**config.mk**
```make
export PLATFORM = sky130hd
export DESIGN_NAME = dma_loader
export DESIGN_NICKNAME = d
export VERILOG_FILES = /design/src/hdl/dma_pkg.sv /design/src/hdl/dram_reader.sv /design/src/hdl/word_packer.sv /design/src/hdl/sram_writer.sv /design/src/hdl/dma_loader.sv
export VERILOG_INCLUDE_DIRS = /design/src /design/src/hdl
export SDC_FILE = /design/constraint.sdc
export NUM_CORES = 1
export LEC_CHECK = 0
export BUFFER_PORTS_ARGS = -buffer_cell sky130_fd_sc_hd__clkbuf_2
export CORE_MARGIN = 2
export CORE_UTILIZATION = 38
export CTS_BUF_LIST = sky130_fd_sc_hd__clkbuf_4 sky130_fd_sc_hd__clkbuf_8
export CTS_CLUSTER_SIZE = 28
export DETAILED_ROUTE_END_ITERATION = 10
export MAX_ROUTING_LAYER = met4
export SKIP_CTS_REPAIR_TIMING = 1
export SLEW_MARGIN = 30
export SYNTH_ARGS = -nofsm -noshare
export SYNTH_HDL_FRONTEND = slang
export SYNTH_SLANG_ARGS = --single-unit
```
**constraint.sdc**
```tcl
create_clock -name clk -period 15.1 [get_ports clk]
set_input_delay 3.02 -clock clk [delete_from_list [all_inputs] [get_ports clk]]
set_output_delay 3.02 -clock clk [all_outputs]
set_load 0.01 [all_outputs]
```
**src/hdl/dma_cfg.svh**
```systemverilog
`ifndef DMA_CFG_SVH
`define DMA_CFG_SVH

// DRAM side
`define DMA_WORD_W 32
`define DMA_DRAM_ADDR_W 32
`define DMA_ROW_W 12
`define DMA_COL_W 10
`define DMA_CAS_LATENCY 4

// SRAM side
`define DMA_LINE_ADDR_W 7
`define DMA_IN_WORDS 4

// one 3x3 kernel per weight line
`define DMA_WGT_WORDS 9
`define DMA_WGT_BANKS 32

`endif

```
**src/hdl/dma_pkg.sv**
```systemverilog
`include "dma_cfg.svh"

package dma_pkg;

	typedef logic [`DMA_WORD_W-1:0] word_t;
	typedef logic [`DMA_DRAM_ADDR_W-1:0] dram_addr_t;
	typedef logic [`DMA_ROW_W-1:0] dram_a_t;
	typedef logic [`DMA_LINE_ADDR_W-1:0] line_addr_t;
	typedef logic [`DMA_IN_WORDS*`DMA_WORD_W-1:0] in_line_t;
	typedef logic [`DMA_WGT_WORDS*`DMA_WORD_W-1:0] wgt_line_t;
	typedef logic [$clog2(`DMA_WGT_BANKS)-1:0] bank_t;

	typedef enum logic
	{
		tgt_input,
		tgt_weight
	} target_t;

	typedef enum logic [2:0]
	{
		rd_idle,
		rd_activate,
		rd_read,
		rd_precharge,
		rd_drain
	} reader_state_t;

endpackage

```
**src/hdl/dram_reader.sv**
```systemverilog
`include "dma_cfg.svh"

module dram_reader
	import dma_pkg::*;
(
	input logic clk,
	input logic rst,
	input logic start,
	output logic start_ready,
	input dram_addr_t dram_start_addr,
	input line_addr_t sram_addr_start,
	input line_addr_t sram_addr_end,
	input target_t target,
	output logic dram_ras_n,
	output logic dram_cas_n,
	output dram_a_t dram_a,
	input word_t dram_q,
	output logic word_valid,
	output word_t word
);

	localparam int CNT_W = `DMA_LINE_ADDR_W + 5;
	localparam int COL_LSB = 2;
	localparam int ROW_LSB = COL_LSB + `DMA_COL_W;
	localparam int LAT = `DMA_CAS_LATENCY;

	reader_state_t state;
	reader_state_t state_nxt;
	dram_addr_t addr;
	logic [CNT_W-1:0] remaining;
	logic [CNT_W-1:0] total_reads;
	logic [`DMA_LINE_ADDR_W:0] line_count;
	logic [3:0] words_per_line;
	logic [LAT-1:0] valid_pipe;
	logic accept;
	logic cas_cycle;
	logic last_col;
	logic last_read;

	assign start_ready = (state == rd_idle);
	assign accept = start && start_ready;
	assign cas_cycle = (state == rd_read);

	// read count for the whole transfer
	assign line_count = {1'b0, sram_addr_end} - {1'b0, sram_addr_start}
		+ {{`DMA_LINE_ADDR_W{1'b0}}, 1'b1};
	assign words_per_line = (target == tgt_weight) ? 4'(`DMA_WGT_WORDS) : 4'(`DMA_IN_WORDS);
	assign total_reads = CNT_W'(line_count) * CNT_W'(words_per_line);

	assign last_col = (addr[ROW_LSB-1:COL_LSB] == '1);
	assign last_read = (remaining == CNT_W'(1));

	always_comb
	begin
		state_nxt = state;
		case (state)
			rd_idle:
				if (accept)
					state_nxt = rd_activate;
			rd_activate:
				state_nxt = rd_read;
			rd_read:
				if (last_read)
					state_nxt = rd_drain;
				else if (last_col)
					state_nxt = rd_precharge;
			rd_precharge:
				state_nxt = rd_activate;
			rd_drain:
				// last word leaves the pipe this cycle
				if (valid_pipe[LAT-2:0] == '0)
					state_nxt = rd_idle;
			default:
				state_nxt = rd_idle;
		endcase
	end

	always_ff @(posedge clk or posedge rst)
	begin
		if (rst)
		begin
			state <= rd_idle;
			addr <= '0;
			remaining <= '0;
			valid_pipe <= '0;
		end
		else
		begin
			state <= state_nxt;
			valid_pipe <= {valid_pipe[LAT-2:0], cas_cycle};
			if (accept)
			begin
				addr <= dram_start_addr;
				remaining <= total_reads;
			end
			else if (cas_cycle)
			begin
				addr <= addr + dram_addr_t'(4);
				remaining <= remaining - CNT_W'(1);
			end
		end
	end

	// strobes are single-cycle commands
	always_comb
	begin
		dram_ras_n = 1'b1;
		dram_cas_n = 1'b1;
		dram_a = '0;
		case (state)
			rd_activate:
			begin
				dram_ras_n = 1'b0;
				dram_a = addr[ROW_LSB+`DMA_ROW_W-1:ROW_LSB];
			end
			rd_read:
			begin
				dram_cas_n = 1'b0;
				dram_a = dram_a_t'(addr[ROW_LSB-1:COL_LSB]);
			end
			default:
			begin
				dram_a = '0;
			end
		endcase
	end

	// data arrives LAT cycles after its CAS
	assign word_valid = valid_pipe[LAT-1];
	assign word = dram_q;

	a_strobe_excl: assert property (@(posedge clk) disable iff (rst)
		!(!dram_ras_n && !dram_cas_n));

	// drain must flush every read before idle
	a_idle_quiet: assert property (@(posedge clk) disable iff (rst)
		(state == rd_idle) |-> (valid_pipe == '0 && !word_valid));

endmodule

```
**src/hdl/word_packer.sv**
```systemverilog
`include "dma_cfg.svh"

module word_packer
	import dma_pkg::*;
(
	input logic clk,
	input logic rst,
	input logic start,
	input logic start_ready,
	input target_t target,
	input logic word_valid,
	input word_t word,
	output logic line_valid,
	output wgt_line_t line
);

	localparam int CNT_W = $clog2(`DMA_WGT_WORDS);
	localparam int LINE_W = $bits(wgt_line_t);

	target_t tgt_q;
	logic [CNT_W-1:0] count;
	logic [CNT_W-1:0] last_count;

	assign last_count = (tgt_q == tgt_weight) ? CNT_W'(`DMA_WGT_WORDS - 1)
		: CNT_W'(`DMA_IN_WORDS - 1);

	always_ff @(posedge clk or posedge rst)
	begin
		if (rst)
		begin
			tgt_q <= tgt_input;
			count <= '0;
			line_valid <= 1'b0;
		end
		else
		begin
			line_valid <= 1'b0;
			if (start && start_ready)
			begin
				tgt_q <= target;
				count <= '0;
			end
			else if (word_valid)
			begin
				if (count == last_count)
				begin
					count <= '0;
					line_valid <= 1'b1;
				end
				else
				begin
					count <= count + CNT_W'(1);
				end
			end
		end
	end

	// first word ends up in the top slot of the line
	always_ff @(posedge clk)
	begin
		if (word_valid)
			line <= {line[LINE_W-`DMA_WORD_W-1:0], word};
	end

endmodule

```
**src/hdl/sram_writer.sv**
```systemverilog
`include "dma_cfg.svh"

module sram_writer
	import dma_pkg::*;
(
	input logic clk,
	input logic rst,
	input logic start,
	input logic start_ready,
	input target_t target,
	input logic buf_select,
	input bank_t weight_bank,
	input line_addr_t sram_addr_start,
	input line_addr_t sram_addr_end,
	input logic line_valid,
	input wgt_line_t line,
	output logic [1:0] in_buf_cen,
	output logic [1:0] in_buf_wen,
	output line_addr_t in_buf_a,
	output in_line_t in_buf_di,
	output logic [`DMA_WGT_BANKS-1:0] wgt_cen,
	output logic [`DMA_WGT_BANKS-1:0] wgt_wen,
	output line_addr_t wgt_a,
	output wgt_line_t wgt_di,
	output logic done
);

	target_t tgt_q;
	logic sel_q;
	bank_t bank_q;
	line_addr_t addr_q;
	line_addr_t end_q;
	logic last_q;
	logic [1:0] in_sel;
	logic [`DMA_WGT_BANKS-1:0] wgt_sel;

	// one-hot select of the destination for this line
	assign in_sel = (line_valid && tgt_q == tgt_input) ? (2'b01 << sel_q) : 2'b00;
	assign wgt_sel = (line_valid && tgt_q == tgt_weight)
		? ({{(`DMA_WGT_BANKS-1){1'b0}}, 1'b1} << bank_q) : '0;

	always_ff @(posedge clk or posedge rst)
	begin
		if (rst)
		begin
			tgt_q <= tgt_input;
			sel_q <= 1'b0;
			bank_q <= '0;
			addr_q <= '0;
			end_q <= '0;
			last_q <= 1'b0;
			done <= 1'b0;
			in_buf_cen <= '1;
			in_buf_wen <= '1;
			wgt_cen <= '1;
			wgt_wen <= '1;
		end
		else
		begin
			in_buf_cen <= ~in_sel;
			in_buf_wen <= ~in_sel;
			wgt_cen <= ~wgt_sel;
			wgt_wen <= ~wgt_sel;
			last_q <= line_valid && (addr_q == end_q);
			done <= last_q;
			if (start && start_ready)
			begin
				tgt_q <= target;
				sel_q <= buf_select;
				bank_q <= weight_bank;
				addr_q <= sram_addr_start;
				end_q <= sram_addr_end;
			end
			else if (line_valid)
			begin
				addr_q <= addr_q + line_addr_t'(1);
			end
		end
	end

	always_ff @(posedge clk)
	begin
		if (line_valid)
		begin
			if (tgt_q == tgt_input)
			begin
				in_buf_a <= addr_q;
				// input lines sit in the low part of the line bus
				in_buf_di <= line[$bits(in_line_t)-1:0];
			end
			else
			begin
				wgt_a <= addr_q;
				wgt_di <= line;
			end
		end
	end

	a_one_dest: assert property (@(posedge clk) disable iff (rst)
		$onehot0(~in_buf_cen) && $onehot0(~wgt_cen));

endmodule

```
**src/hdl/dma_loader.sv**
```systemverilog
`include "dma_cfg.svh"

module dma_loader
	import dma_pkg::*;
(
	input logic clk,
	input logic rst,
	input logic start,
	output logic start_ready,
	input dram_addr_t dram_start_addr,
	input line_addr_t sram_addr_start,
	input line_addr_t sram_addr_end,
	input target_t target,
	input logic buf_select,
	input bank_t weight_bank,
	output logic dram_ras_n,
	output logic dram_cas_n,
	output dram_a_t dram_a,
	input word_t dram_q,
	output logic [1:0] in_buf_cen,
	output logic [1:0] in_buf_wen,
	output line_addr_t in_buf_a,
	output in_line_t in_buf_di,
	output logic [`DMA_WGT_BANKS-1:0] wgt_cen,
	output logic [`DMA_WGT_BANKS-1:0] wgt_wen,
	output line_addr_t wgt_a,
	output wgt_line_t wgt_di,
	output logic done
);

	logic word_valid;
	word_t word;
	logic line_valid;
	wgt_line_t line;

	dram_reader u_reader (
		.clk(clk),
		.rst(rst),
		.start(start),
		.start_ready(start_ready),
		.dram_start_addr(dram_start_addr),
		.sram_addr_start(sram_addr_start),
		.sram_addr_end(sram_addr_end),
		.target(target),
		.dram_ras_n(dram_ras_n),
		.dram_cas_n(dram_cas_n),
		.dram_a(dram_a),
		.dram_q(dram_q),
		.word_valid(word_valid),
		.word(word)
	);

	word_packer u_packer (
		.clk(clk),
		.rst(rst),
		.start(start),
		.start_ready(start_ready),
		.target(target),
		.word_valid(word_valid),
		.word(word),
		.line_valid(line_valid),
		.line(line)
	);

	sram_writer u_writer (
		.clk(clk),
		.rst(rst),
		.start(start),
		.start_ready(start_ready),
		.target(target),
		.buf_select(buf_select),
		.weight_bank(weight_bank),
		.sram_addr_start(sram_addr_start),
		.sram_addr_end(sram_addr_end),
		.line_valid(line_valid),
		.line(line),
		.in_buf_cen(in_buf_cen),
		.in_buf_wen(in_buf_wen),
		.in_buf_a(in_buf_a),
		.in_buf_di(in_buf_di),
		.wgt_cen(wgt_cen),
		.wgt_wen(wgt_wen),
		.wgt_a(wgt_a),
		.wgt_di(wgt_di),
		.done(done)
	);

endmodule

```
Word-level counts from Yosys, hierarchy flattened. Cells that the tools add are included.

Flip-flop bits (word level): 831. Output and inout port bits: 514. Word-level logic and storage cells: 79.

Add/sub/neg operators: 6. $mul: 1. Equality and inequality tests: 11. Shifts and indexed selects: 2. Multiplexer cells: 24. Bitwise logic cells: 3. Reduce and logical (&&, ||, !) cells: 12.

Operators with widths (count): 32-bit 2-to-1 mux (3); 32-bit by 3-bit adder with 32-bit output, second input constant (1); 32-bit NOT (1); 1-bit by 5-bit << shifter with 32-bit output, first input constant (1); 12-bit 2-to-1 mux (2); 12-bit case mux with 2 select lines (1); 4-bit 2-to-1 mux (5); 3-bit case mux with 5 select lines (1); 7-bit 2-to-1 mux (2); 12-bit by 1-bit == test with 1-bit output, second input constant (1); 8-bit by 4-bit multiplier with 12-bit output (1); 3-bit 2-to-1 mux (4); 12-bit by 1-bit subtractor with 12-bit output, second input constant (1); 10-bit == test, second input constant (1); 8-bit by 1-bit adder with 8-bit output, second input constant (1); 7-bit by 7-bit subtractor with 8-bit output (1); 7-bit by 1-bit adder with 7-bit output, second input constant (1); 7-bit == test (1); 3-bit by 2-bit == test with 1-bit output, second input constant (2); 3-bit zero test (2); 2-bit nonzero test (3); 1-bit 2-to-1 mux (5); 4-bit by 1-bit adder with 4-bit output, second input constant (1); 4-bit == test (1); 12 further kinds (16).

Longest topological paths before layout. Gate-level depths: netlist of run 1.

Depth in word-level cells: 5. Gate-level depth with buffers: 19.

By module. Synthesis of run 1 repeated with hierarchy kept, for this count alone.

Cell total of the unflattened synthesis: 1368. Area total of the unflattened synthesis: 27760.4 µm².

By module, submodules not included: sram_writer (times used 1, cells an instance 641, area an instance 15349.7 µm²); word_packer (times used 1, cells an instance 319, area an instance 8988.6 µm²); dram_reader (times used 1, cells an instance 408, area an instance 3422.0 µm²).

Least setup slack after synthesis of run 1. Ideal clock, no wire load.

Path kind: flip-flop to flip-flop. Start point: reg u_packer.line_valid. End point: reg u_writer.wgt_cen[4]. Setup time: 0.094 ns. Data arrival time: 8.844 ns. Required time: 15.006 ns. Path slack: 6.162 ns. Cell stages (with the launch flop): 6. Path buffers: 1. Period minus slack after synthesis: 8.938 ns. Cell sequence: dfrtp_1 -> clkbuf_1 -> and2_1 -> nand2_1 -> nor3_1 -> nand2_1.

Longest elaborated chain between the ends: 3.

Ends and longest elaborated chain: start: declaration (RTL line word_packer.sv:13) `output logic line_valid,`; start signal: assignment (RTL line word_packer.sv:33) `line_valid <= 1'b0;`; start signal: assignment (RTL line word_packer.sv:37) `line_valid <= 1'b0;`; start signal: assignment (RTL line word_packer.sv:48) `line_valid <= 1'b1;`; 1-bit logical AND (RTL line sram_writer.sv:39) `assign wgt_sel = (line_valid && tgt_q == tgt_weight)`; 32-bit 2-to-1 mux (RTL line sram_writer.sv:39); 32-bit NOT (RTL line sram_writer.sv:62) `wgt_cen <= ~wgt_sel;`; end signal: assignment (RTL line sram_writer.sv:62); end: declaration (RTL line sram_writer.sv:21) `` output logic [`DMA_WGT_BANKS-1:0] wgt_cen, ``.

No other way between the ends. A chain may end at the register's enable or synchronous reset.

Worst setup path after layout of run 1.
Start point: in sram_addr_end[1]. End point: reg u_reader.remaining[10].

Longest elaborated chain between the ends: 4.

Ends and longest elaborated chain: start: declaration (RTL line dma_loader.sv:12) `input line_addr_t sram_addr_end,`; 7-bit by 7-bit subtractor with 8-bit output (RTL line dram_reader.sv:45) `assign line_count = {1'b0, sram_addr_end} - {1'b0, sram_addr_start}`; 8-bit by 1-bit adder with 8-bit output (RTL line dram_reader.sv:45); 8-bit by 4-bit multiplier with 12-bit output (RTL line dram_reader.sv:48) `assign total_reads = CNT_W'(line_count) * CNT_W'(words_per_line);`; 12-bit 2-to-1 mux (RTL line dram_reader.sv:91) `if (accept)`; end signal: assignment (RTL line dram_reader.sv:94) `remaining <= total_reads;`; end signal: assignment (RTL line dram_reader.sv:99) `remaining <= remaining - CNT_W'(1);`; end: declaration (RTL line dram_reader.sv:30) `logic [CNT_W-1:0] remaining;`.

No other way between the ends.

==> results of run 1 <==
==> layer usage <==
| metal | track usage [%] | wire length, um |
|---|---|---|
| met4 | 6.72 | 1580 |
| met2 | 26.0 | 30200 |
| met5 | - | 0 |
| met3 | 5.42 | 3880 |
| met1 | 17.8 | 22500 |
==> registers in the layout (all words and copies together), names as in the netlist, 2 cells and up <==
name / count
u_packer.count: 4
u_packer.line: 288
u_reader.addr: 22
u_reader.remaining: 12
u_reader.state: 3
u_reader.valid_pipe: 4
u_writer.addr_q: 7
u_writer.bank_q: 5
u_writer.end_q: 7
u_writer.in_buf_a: 7
u_writer.in_buf_cen: 2
u_writer.in_buf_di: 128
u_writer.wgt_a: 7
u_writer.wgt_cen: 32
u_writer.wgt_di: 288
==> placed cells by master, fill, tap and decap left out, types with 4 or more instances in the layout <==
master,Yosys,layout
nand2_1,119,118
a211oi_1,7,7
inv_1,24,23
o21ai_0,35,35
a21o_1,5,5
ha_1,31,31
edfxtp_1,718,718
dfrtp_1,69,68
clkinv_1,1,31
clkinv_2,0,19
nor2_1,51,51
and3_1,8,8
nand4_1,10,10
xor2_1,16,16
nand2b_1,9,9
nor3_1,12,12
and2_1,10,8
nor2b_1,9,8
inv_6,0,4
inv_12,0,4
nor3b_1,4,4
a21oi_1,19,19
and4_1,5,5
clkbuf_2,0,591
nand3_1,13,13
dfstp_2,34,34
clkbuf_4,0,33
xnor2_1,24,24
buf_4,34,8
clkbuf_8,0,138
a22o_1,10,10
bufinv_16,0,4
==> how the worst max path moves through the flow <==
stage / cells after the start / start / to / slack [ns]
after global routing: 18 / sram_addr_end[1] / u_reader.remaining[10] / 8.81
after detailed placement: 18 / sram_addr_end[1] / u_reader.remaining[10] / 8.26
final: 18 / sram_addr_end[1] / u_reader.remaining[10] / 8.91
after CTS: 18 / sram_addr_end[1] / u_reader.remaining[10] / 9.07
after floorplan: 5 / u_packer.line_valid / u_writer.wgt_cen[4] / 6.16
after global placement: 18 / sram_addr_end[1] / u_reader.remaining[10] / 8.36
==> cells by family (layout without fill, tap and decap cells) <==
family,Yosys count,in the layout
other,1,3
and+or+nand+nor,262,262
adders and majority gates,33,33
buffers and inverters,86,868
AOI/OAI and AO/OA,103,103
muxes,3,3
DFF,821,821
xor gates and xnor gates,40,40
==> power by group <==
| group | internal [mW] | switching (mW) | total, mW |
|---|---|---|---|
| clock | 1.02 | 0.876 | 1.89 |
| sequential | 3.11 | 0.275 | 3.38 |
| combinational | 0.208 | 0.417 | 0.625 |
| total | 4.33 | 1.57 | 5.90 |
==> area by class of cell <==
class                      count  share of cell area (%)
sequential                   821                    71.2
timing repair buffer         603                    9.14
multi-input combinational    442                    8.02
clock buffer                 171                    6.32
tap                          950                    3.50
clock inverter                68                    1.50
inverter                      26                   0.295
antenna                        2                  0.0147
==> worst max-delay path, cell delays in order <==
cell,delay [ns]
clkbuf_2,0.08
inv_1,0.04
ha_1,0.26
inv_1,0.04
ha_1,0.23
fa_1,0.42
a21oi_1,0.25
nor3_1,0.11
or3_1,0.41
nor2_1,0.21
ha_1,0.27
ha_1,0.35
nor4_1,0.33
nor2_1,0.09
o21a_1,0.15
a211o_1,0.29
nand3_1,0.08
a21boi_0,0.20
==> stage by stage <==
step,area (um^2),instances
after detailed placement,31200,2840
after floorplan,27300,1349
after global routing,34000,3082
after CTS,33900,3079
final,34000,3083
after global placement,31200,2840
==> results.txt, run 1 <==
post-route clock skew - 0.0346 ns
clock sink total - 821
area of the multi-input gates - 2720 um^2
Post-synth ARST share - 12.5%
Setup Viol. Count Final - 0
GRT Residual Overflow - 0
layout cells sized above 1 - 40.4%
HPWL Detailed - 38300 um
Tot Pwr - 5.90 mW
GRT Util Overall - 15.9%
synth unique cells - 58
post-synth design cell area - 27300 um^2
largest family of logic cells by synthesized area - simple AND/OR/NAND/NOR gates
IO Pins - 602
worst reg-to-reg path cell count - 4
syn_area_per_cell - 20.3 um^2
CTS root buffer - clkbuf_8
setup ws final - 8.91 ns
total CTS buffers - 134
RR Endpoint - u_writer.wgt_di[223]
largest cells by area after synthesis - edfxtp_1 (79%), dfrtp_1 (6.3%), dfstp_2 (3.3%)
drt wl/cell - 18.9 um
Synth Area in Simple Gates - 4.52%
Power per Cell Area - 174 nW/um^2
detailed-router iteration count before antenna repair - 5
Die Wd - 272 um
CP required - 15.75 ns
Rel. slew slack - 35.6%
Compound-Gate Fraction of Synth Area - 2.42%
drt first-iter violations - 867
CP arrival - 6.84 ns
Final min period - 6.19 ns
unrepaired setup endpoints after global routing - no
Setup CP Type - in2reg
Placer Congestion - 0.807
status - finished clean
Hold Crit Start - u_writer.last_q
Max Transition Viols Final - 0
clk_lat worst skew - 0.77 ns
CP endpoint kind - register
worst slack, placed - 8.26 ns
initial antenna violation count - 1
Synth Register Bits - 821
fin crit share - 41.0%
reg-to-reg slack, setup - 11.12 ns
final net count - 2149
vias in the first global route - 14400
worst vdd ir - 0.101 mV
register area - 24200 um^2
Starting Density - 38.3%
routed wire length - 58200 um
Post-synth EDFFs - 718
most frequent cell after synthesis - edfxtp_1
filler cell count - 6129
H-tree Lvls - 4
max_cap viols - 0
syn_nets - 1470
Die H - 272 um
hold depth - 0
area leader, netlist - edfxtp_1
post-synthesis adder-cell area fraction - 1.56%
Yosys top cell area share - 78.8%
Critical R2R Launch - u_packer.line_valid
core area - 71400 um^2
drt drc - 0
hold crit path type - reg2reg
largest net degree at the start of global routing - 160
PortBufs - 591
Primary FF master, synth - edfxtp_1
Post-synth top cells - edfxtp_1 (718), nand2_1 (119), dfrtp_1 (69)
Layout area overhead - 24.2%
routed vias/inst - 4.56
Pleak - 12.8 nW
# rows - 98
final hold slack - 0.351 ns
vias - 14100
Clock Pin Slew Worst Setup and Hold Paths - 0.06 ns
clk buf depth - 3
Hold Fails Final Rpt - 0
first-pass GRT wire length - 86300 um
final antenna-violating net count - 0
TritonCTS clock tree - yes
Startpoint Class - input pin
Max FO, Critical Path - 4
Worst-Margin Slew - 0.966 ns
Setup TNS - 0 ns
Ys Warns - 0
fin util - 47.6%
mux cell area share after synthesis - 0.114%
Synth Instances - 1349
sequential area share after synthesis - 88.4%
full die area - 74100 um^2
Hold Path Sink - u_writer.done
fmax - 0.162 GHz
Post-Synth XOR/XNOR Area - 1.28%
Power figures use the tool's default switching activity.
==> run 2, diff against run 1 <==
--- a/config.mk
+++ b/config.mk
@@ -6,6 +6,7 @@
 export SDC_FILE = /design/constraint.sdc
 export NUM_CORES = 1
 export LEC_CHECK = 0
+export ABC_AREA = 1
 export BUFFER_PORTS_ARGS = -buffer_cell sky130_fd_sc_hd__clkbuf_2
 export CORE_MARGIN = 2
 export CORE_UTILIZATION = 38
==> constraint.sdc (replaced) <==
create_clock -name clk -period 5.87 [get_ports clk]
set_input_delay 1.174 -clock clk [delete_from_list [all_inputs] [get_ports clk]]
set_output_delay 1.174 -clock clk [all_outputs]
set_load 0.01 [all_outputs]
==> run 2 against run 1 <==
Critical path type unchanged. Clock skew increased by 0.0040 ns. Critical endpoint is now u_reader.remaining[11]. Sequential power rose by 150%. Utilization shrank 0.16 points.
==> results.txt, run 2 <==
Yosys top cell area share - 77.5%
Die H - 275 um
clk buf depth - 3
final net count - 2306
CP required - 6.54 ns
drt drc - 0
Worst path depth - 21
H-tree Lvls - 4
core area - 72700 um^2
CP max stage cell - fa_1
critical path buffer and inverter count - 4
Clock Pin Slew Worst Setup and Hold Paths - 0.06 ns
commonest non-fill, non-tap cell in the layout - edfxtp_1
most frequent cell after synthesis - edfxtp_1
largest cells by area after synthesis - edfxtp_1 (78%), dfrtp_1 (6.2%), dfstp_2 (3.2%)
fin crit share - 64.4%
# rows - 99
initial antenna violation count - 3
Regs by FF count - u_packer.line x288, u_writer.wgt_di x288, u_writer.in_buf_di x128
setup ws final - 2.09 ns
synth unique cells - 48
placed standard-cell area - 31700 um^2
Worst-Margin Slew - 0.972 ns
slowest stage delay, CP - 0.42 ns
hold depth - 0
clk_lat worst skew - 0.77 ns
Layout area overhead - 24.0%
IO Pins - 602
vias in the first global route - 15200
final antenna-violating net count - 0
PortBufs - 591
Sw Pwr - 4.19 mW
HPWL Detailed - 40400 um
CP arrival - 4.45 ns
drt first-iter violations - 1197
area leader, netlist - edfxtp_1
Final min period - 3.78 ns
Setup Viol. Count Final - 0
Ys Warns - 0
worst reg-to-reg path cell count - 4
status - finished clean
Critical Path Most Common Cell - nand2_1
Setup TNS - 0 ns
Post-Layout Cell Count - 3249
Max FO, Critical Path - 3
final hold slack - 0.359 ns
Synth Instances - 1510
Post-synth EDFFs - 718
max_cap viols - 0
routed vias/inst - 4.64
post-route clock skew - 0.0386 ns
Max Transition Viols Final - 0
syn_nets - 1631
Internal - 11.1 mW
first-pass GRT wire length - 88300 um
full die area - 75400 um^2
Die Wd - 275 um
Post-synth ARST share - 12.5%
hold crit path type - reg2reg
filler cell count - 6227
vias - 15100
GRT Util Overall - 16.1%
Power per Cell Area - 442 nW/um^2
drt wl/cell - 18.6 um
layout cells sized above 1 - 38.4%
Pleak - 13.3 nW
largest net degree at the start of global routing - 177
Tot Pwr - 15.3 mW
worst vdd ir - 0.259 mV
area of the multi-input gates - 2820 um^2
Rel. slew slack - 34.9%
Post-synth top cells - edfxtp_1 (718), nand2_1 (184), inv_1 (103)
post-synth design cell area - 27800 um^2
placed cells - 3004
worst slack, placed - 1.33 ns
clock network power share - 32.7%
unrepaired setup endpoints after global routing - no
fin util - 47.4%
register area - 24200 um^2
CP endpoint kind - register
crit-path leading delay family - adder cells
Primary FF master, synth - edfxtp_1
syn_area_per_cell - 18.4 um^2
worst-path cell chain - clkbuf_2 -> inv_1 -> ha_1 -> inv_1 -> ha_1 -> fa_1 -> xnor2_1 -> nor2_1 -> ha_1 -> ha_1 -> inv_1 -> fa_1 -> o21ai_0 -> nand2_1 -> nand2_1 -> nand2_1 -> nand2_1 -> nand2_1 -> nor2_1 -> nor2_1 -> a21oi_1
Synth Register Bits - 821
Comb pwr share - 11.9%
sequential area share after synthesis - 86.9%
fin area - 34500 um^2
switching share of power - 27.5%
TritonCTS clock tree - yes
Placer Congestion - 0.869
total CTS buffers - 136
fmax - 0.265 GHz
CTS root buffer - clkbuf_8
Setup CP Type - in2reg
most frequent cells in the layout - edfxtp_1 (718), clkbuf_2 (591), nand2_1 (184), clkbuf_8 (140), inv_1 (101)
clock sink total - 821
detailed-router iteration count before antenna repair - 6
Reg power frac - 55.4%
GRT Residual Overflow - 0
Startpoint Class - input pin
Hold Fails Final Rpt - 0
routed wire length - 60600 um
Starting Density - 38.3%
## run 2: cell count changes after synthesis, moves of 10 or more
| cell | before | now |
|---|---|---|
| inv_1 | 24 | 103 |
| buf_2 | 4 | 15 |
| o22ai_1 | 2 | 20 |
| nor2_1 | 51 | 64 |
| a22o_1 | 10 | 0 |
| nand2_1 | 119 | 184 |
| nand3_1 | 13 | 44 |
| xnor2_1 | 24 | 7 |
## run 2: per-layer routing
layer / GRT usage [%] / up-vias / wire (um)
met3: 5.00 / 160 / 4270
met1: 17.6 / 7431 / 22700
li1: - / 6908 / -
met4: 8.71 / 0 / 2780
met5: - / - / 0
met2: 26.2 / 573 / 30900
## run 2: power groups by stage
stage	clock network, mW	registers, mW	logic [mW]
final	4.98	8.45	1.82
after detailed placement	0	8.58	1.81
after global routing	5.42	8.58	2.03
after global placement	0	8.50	1.75
after floorplan	0	8.57	1.10
after CTS	5.17	8.47	1.81
## run 2: layout make-up
type	instances	area share (%)
antenna	1	0.00726
clock buffer	180	6.46
clock inverter	62	1.49
inverter	108	1.21
multi-input combinational	515	8.16
sequential	821	70.1
tap	959	3.48
timing repair buffer	603	9.07
## run 2: final timing paths
kind | startpoint | end | slack [ns]
worst max register to register | u_packer.tgt_q | u_writer.wgt_di[56] | 2.90
worst min register to register | u_writer.last_q | u_writer.done | 0.36
worst max-delay path | sram_addr_end[1] | u_reader.remaining[11] | 2.09
worst min-delay path | u_writer.last_q | u_writer.done | 0.36
max in group asynchronous | rst | u_reader.valid_pipe[3] | 4.18
min in group asynchronous | rst | u_writer.bank_q[2] | 0.48
## run 2: logic make-up after synthesis
kind of cell | count (synthesis) | synth area share (%)
DFF | 821 | 86.9
AOI/OAI and AO/OA | 127 | 2.76
xor gates and xnor gates | 16 | 0.504
buffers and inverters | 174 | 2.98
and+or+nand+nor | 338 | 5.27
adders and majority gates | 33 | 1.54
other | 1 | 0.0135
==> run 3, diff against run 2 <==
==> constraint.sdc (replaced) <==
create_clock -name clk -period 3.3 [get_ports clk]
set_input_delay 0.66 -clock clk [delete_from_list [all_inputs] [get_ports clk]]
set_output_delay 0.66 -clock clk [all_outputs]
set_load 0.01 [all_outputs]
==> run 3 against run 2 <==
Global-route usage increased by 0.72 points. Non-clock buffer count increased by 50. Total power increased by 78%. Sequential share of layout area decreased by 1.0 points. Register-to-register slack got worse by 2.0 ns. Wire length increased by 3.9%. Largest power group unchanged.
==> results.txt, run 3 (synthesis results as in run 2) <==
Hold Fails Final Rpt - 0
status - finished clean
worst vdd ir - 0.440 mV
Max Transition Viols Final - 0
CP endpoint kind - primary output
CP arrival - 2.43 ns
hold crit path type - in2async
drt drc - 0
initial antenna violation count - 2
GRT Util Overall - 16.8%
fin crit share - 93.7%
routed vias/inst - 4.61
Crit. Startpoint - u_reader.state[2]
Clock Pin Slew Worst Setup and Hold Paths - 0.07 ns
met3 WL - 3680 um
Max FO, Critical Path - 14
clk buf depth - 3
H-tree Lvls - 4
post-route clock skew - 0.0568 ns
Die H - 275 um
GRT Residual Overflow - 0
Tot Pwr - 27.2 mW
Regs by FF count - u_packer.line x288, u_writer.wgt_di x288, u_writer.in_buf_di x128
Placer Congestion - 0.864
unrepaired setup endpoints after global routing - no
Setup Viol. Count Final - 0
drt wl/cell - 19.1 um
IO Pins - 602
TritonCTS clock tree - yes
Startpoint Class - register
worst reg-to-reg path cell count - 8
Die Wd - 275 um
Power per Cell Area - 777 nW/um^2
layout cells sized above 1 - 40.0%
top sig layer - met4
clock sink total - 821
vias in the first global route - 15600
max_cap viols - 0
PortBufs - 591
CP endpoint - dram_a[1]
placed standard-cell area - 32300 um^2
clk_lat worst skew - 0.77 ns
vias - 15200
total CTS buffers - 137
Rel. slew slack - 33.7%
fmax - 0.324 GHz
HPWL Detailed - 43800 um
CTS root buffer - clkbuf_8
first-pass GRT wire length - 92100 um
Layout area overhead - 25.9%
reg-to-reg slack, setup - 0.94 ns
final net count - 2357
largest net degree at the start of global routing - 77
drt first-iter violations - 1093
Met1 Wirelength - 24200 um
commonest non-fill, non-tap cell in the layout - edfxtp_1
Pleak - 13.5 nW
routed wire length - 62900 um
wire length on met2 - 33100 um
fin area - 35000 um^2
core area - 72700 um^2
final antenna-violating net count - 0
RR Endpoint - u_reader.addr[13]
Final min period - 3.09 ns
Worst-Margin Slew - 0.990 ns
detailed-router iteration count before antenna repair - 5
filler cell count - 6188
Setup CP Type - reg2out
CP required - 2.64 ns
# rows - 99
Starting Density - 38.3%
Critical R2R Launch - u_reader.state[1]
most frequent cells in the layout - edfxtp_1 (718), clkbuf_2 (591), nand2_1 (182), clkbuf_8 (140), inv_1 (99)
full die area - 75400 um^2
run 3: layer usage:
metal  vias to the layer above  GRT usage [%]
li1                       7024              -
met1                      7580           18.9
met2                       507           28.2
met3                       130           4.34
met4                         0           7.49
met5                         -              -
run 3: critical path, stage by stage, from the launching register on:
cell and delay [ns]:
dfrtp_1 0.41, inv_1 0.10, nand3_1 0.48, o22ai_1 0.47
clkbuf_2 0.20
run 3: stage by stage:
stage	setup WS (ns)	util, %	hold WS (ns)	TNS [ns]	cells
final	0.209	48.2	0.0171	0	3304
after detailed placement	-0.382	44.4	0.346	-2.05	3053
after CTS	0.123	48.1	-0.0496	0	3299
after global placement	-0.354	44.4	0.343	-1.71	3053
after floorplan	-2.02	-	0.331	-964.95	1510
after global routing	0.0316	48.1	0.000933	0	3303
run 3: area by class of cell:
type | instances | area, um^2 | share of cell area, %
Sequential cell | 821 | 24200 | 69.1
Timing Repair Buffer | 653 | 3630 | 10.4
Multi-Input combinational cell | 515 | 2890 | 8.24
Clock buffer | 169 | 2140 | 6.13
Tap cell | 959 | 1200 | 3.43
Clock inverter | 77 | 538 | 1.54
Inverter | 108 | 423 | 1.21
Antenna cell | 2 | 5.00 | 0.0143
run 3: how the worst min path moves through the flow:
stage	slack, ns	cells after the start	end	from
floorplan	0.33	0	u_writer.done	u_writer.last_q
global placement	0.34	0	u_writer.done	u_writer.last_q
detailed placement	0.35	0	u_writer.done	u_writer.last_q
CTS	-0.05	2	u_reader.addr[22]	rst
global route	0.0009	1	u_packer.line[16]	dram_q[16]
finish	0.02	2	u_reader.addr[21]	rst
run 3: report_power, final:
part / internal [mW] / switching [mW]
combinational: 1.15 / 2.31
sequential: 13.8 / 1.22
clock: 4.55 / 4.16
total: 19.5 / 7.69
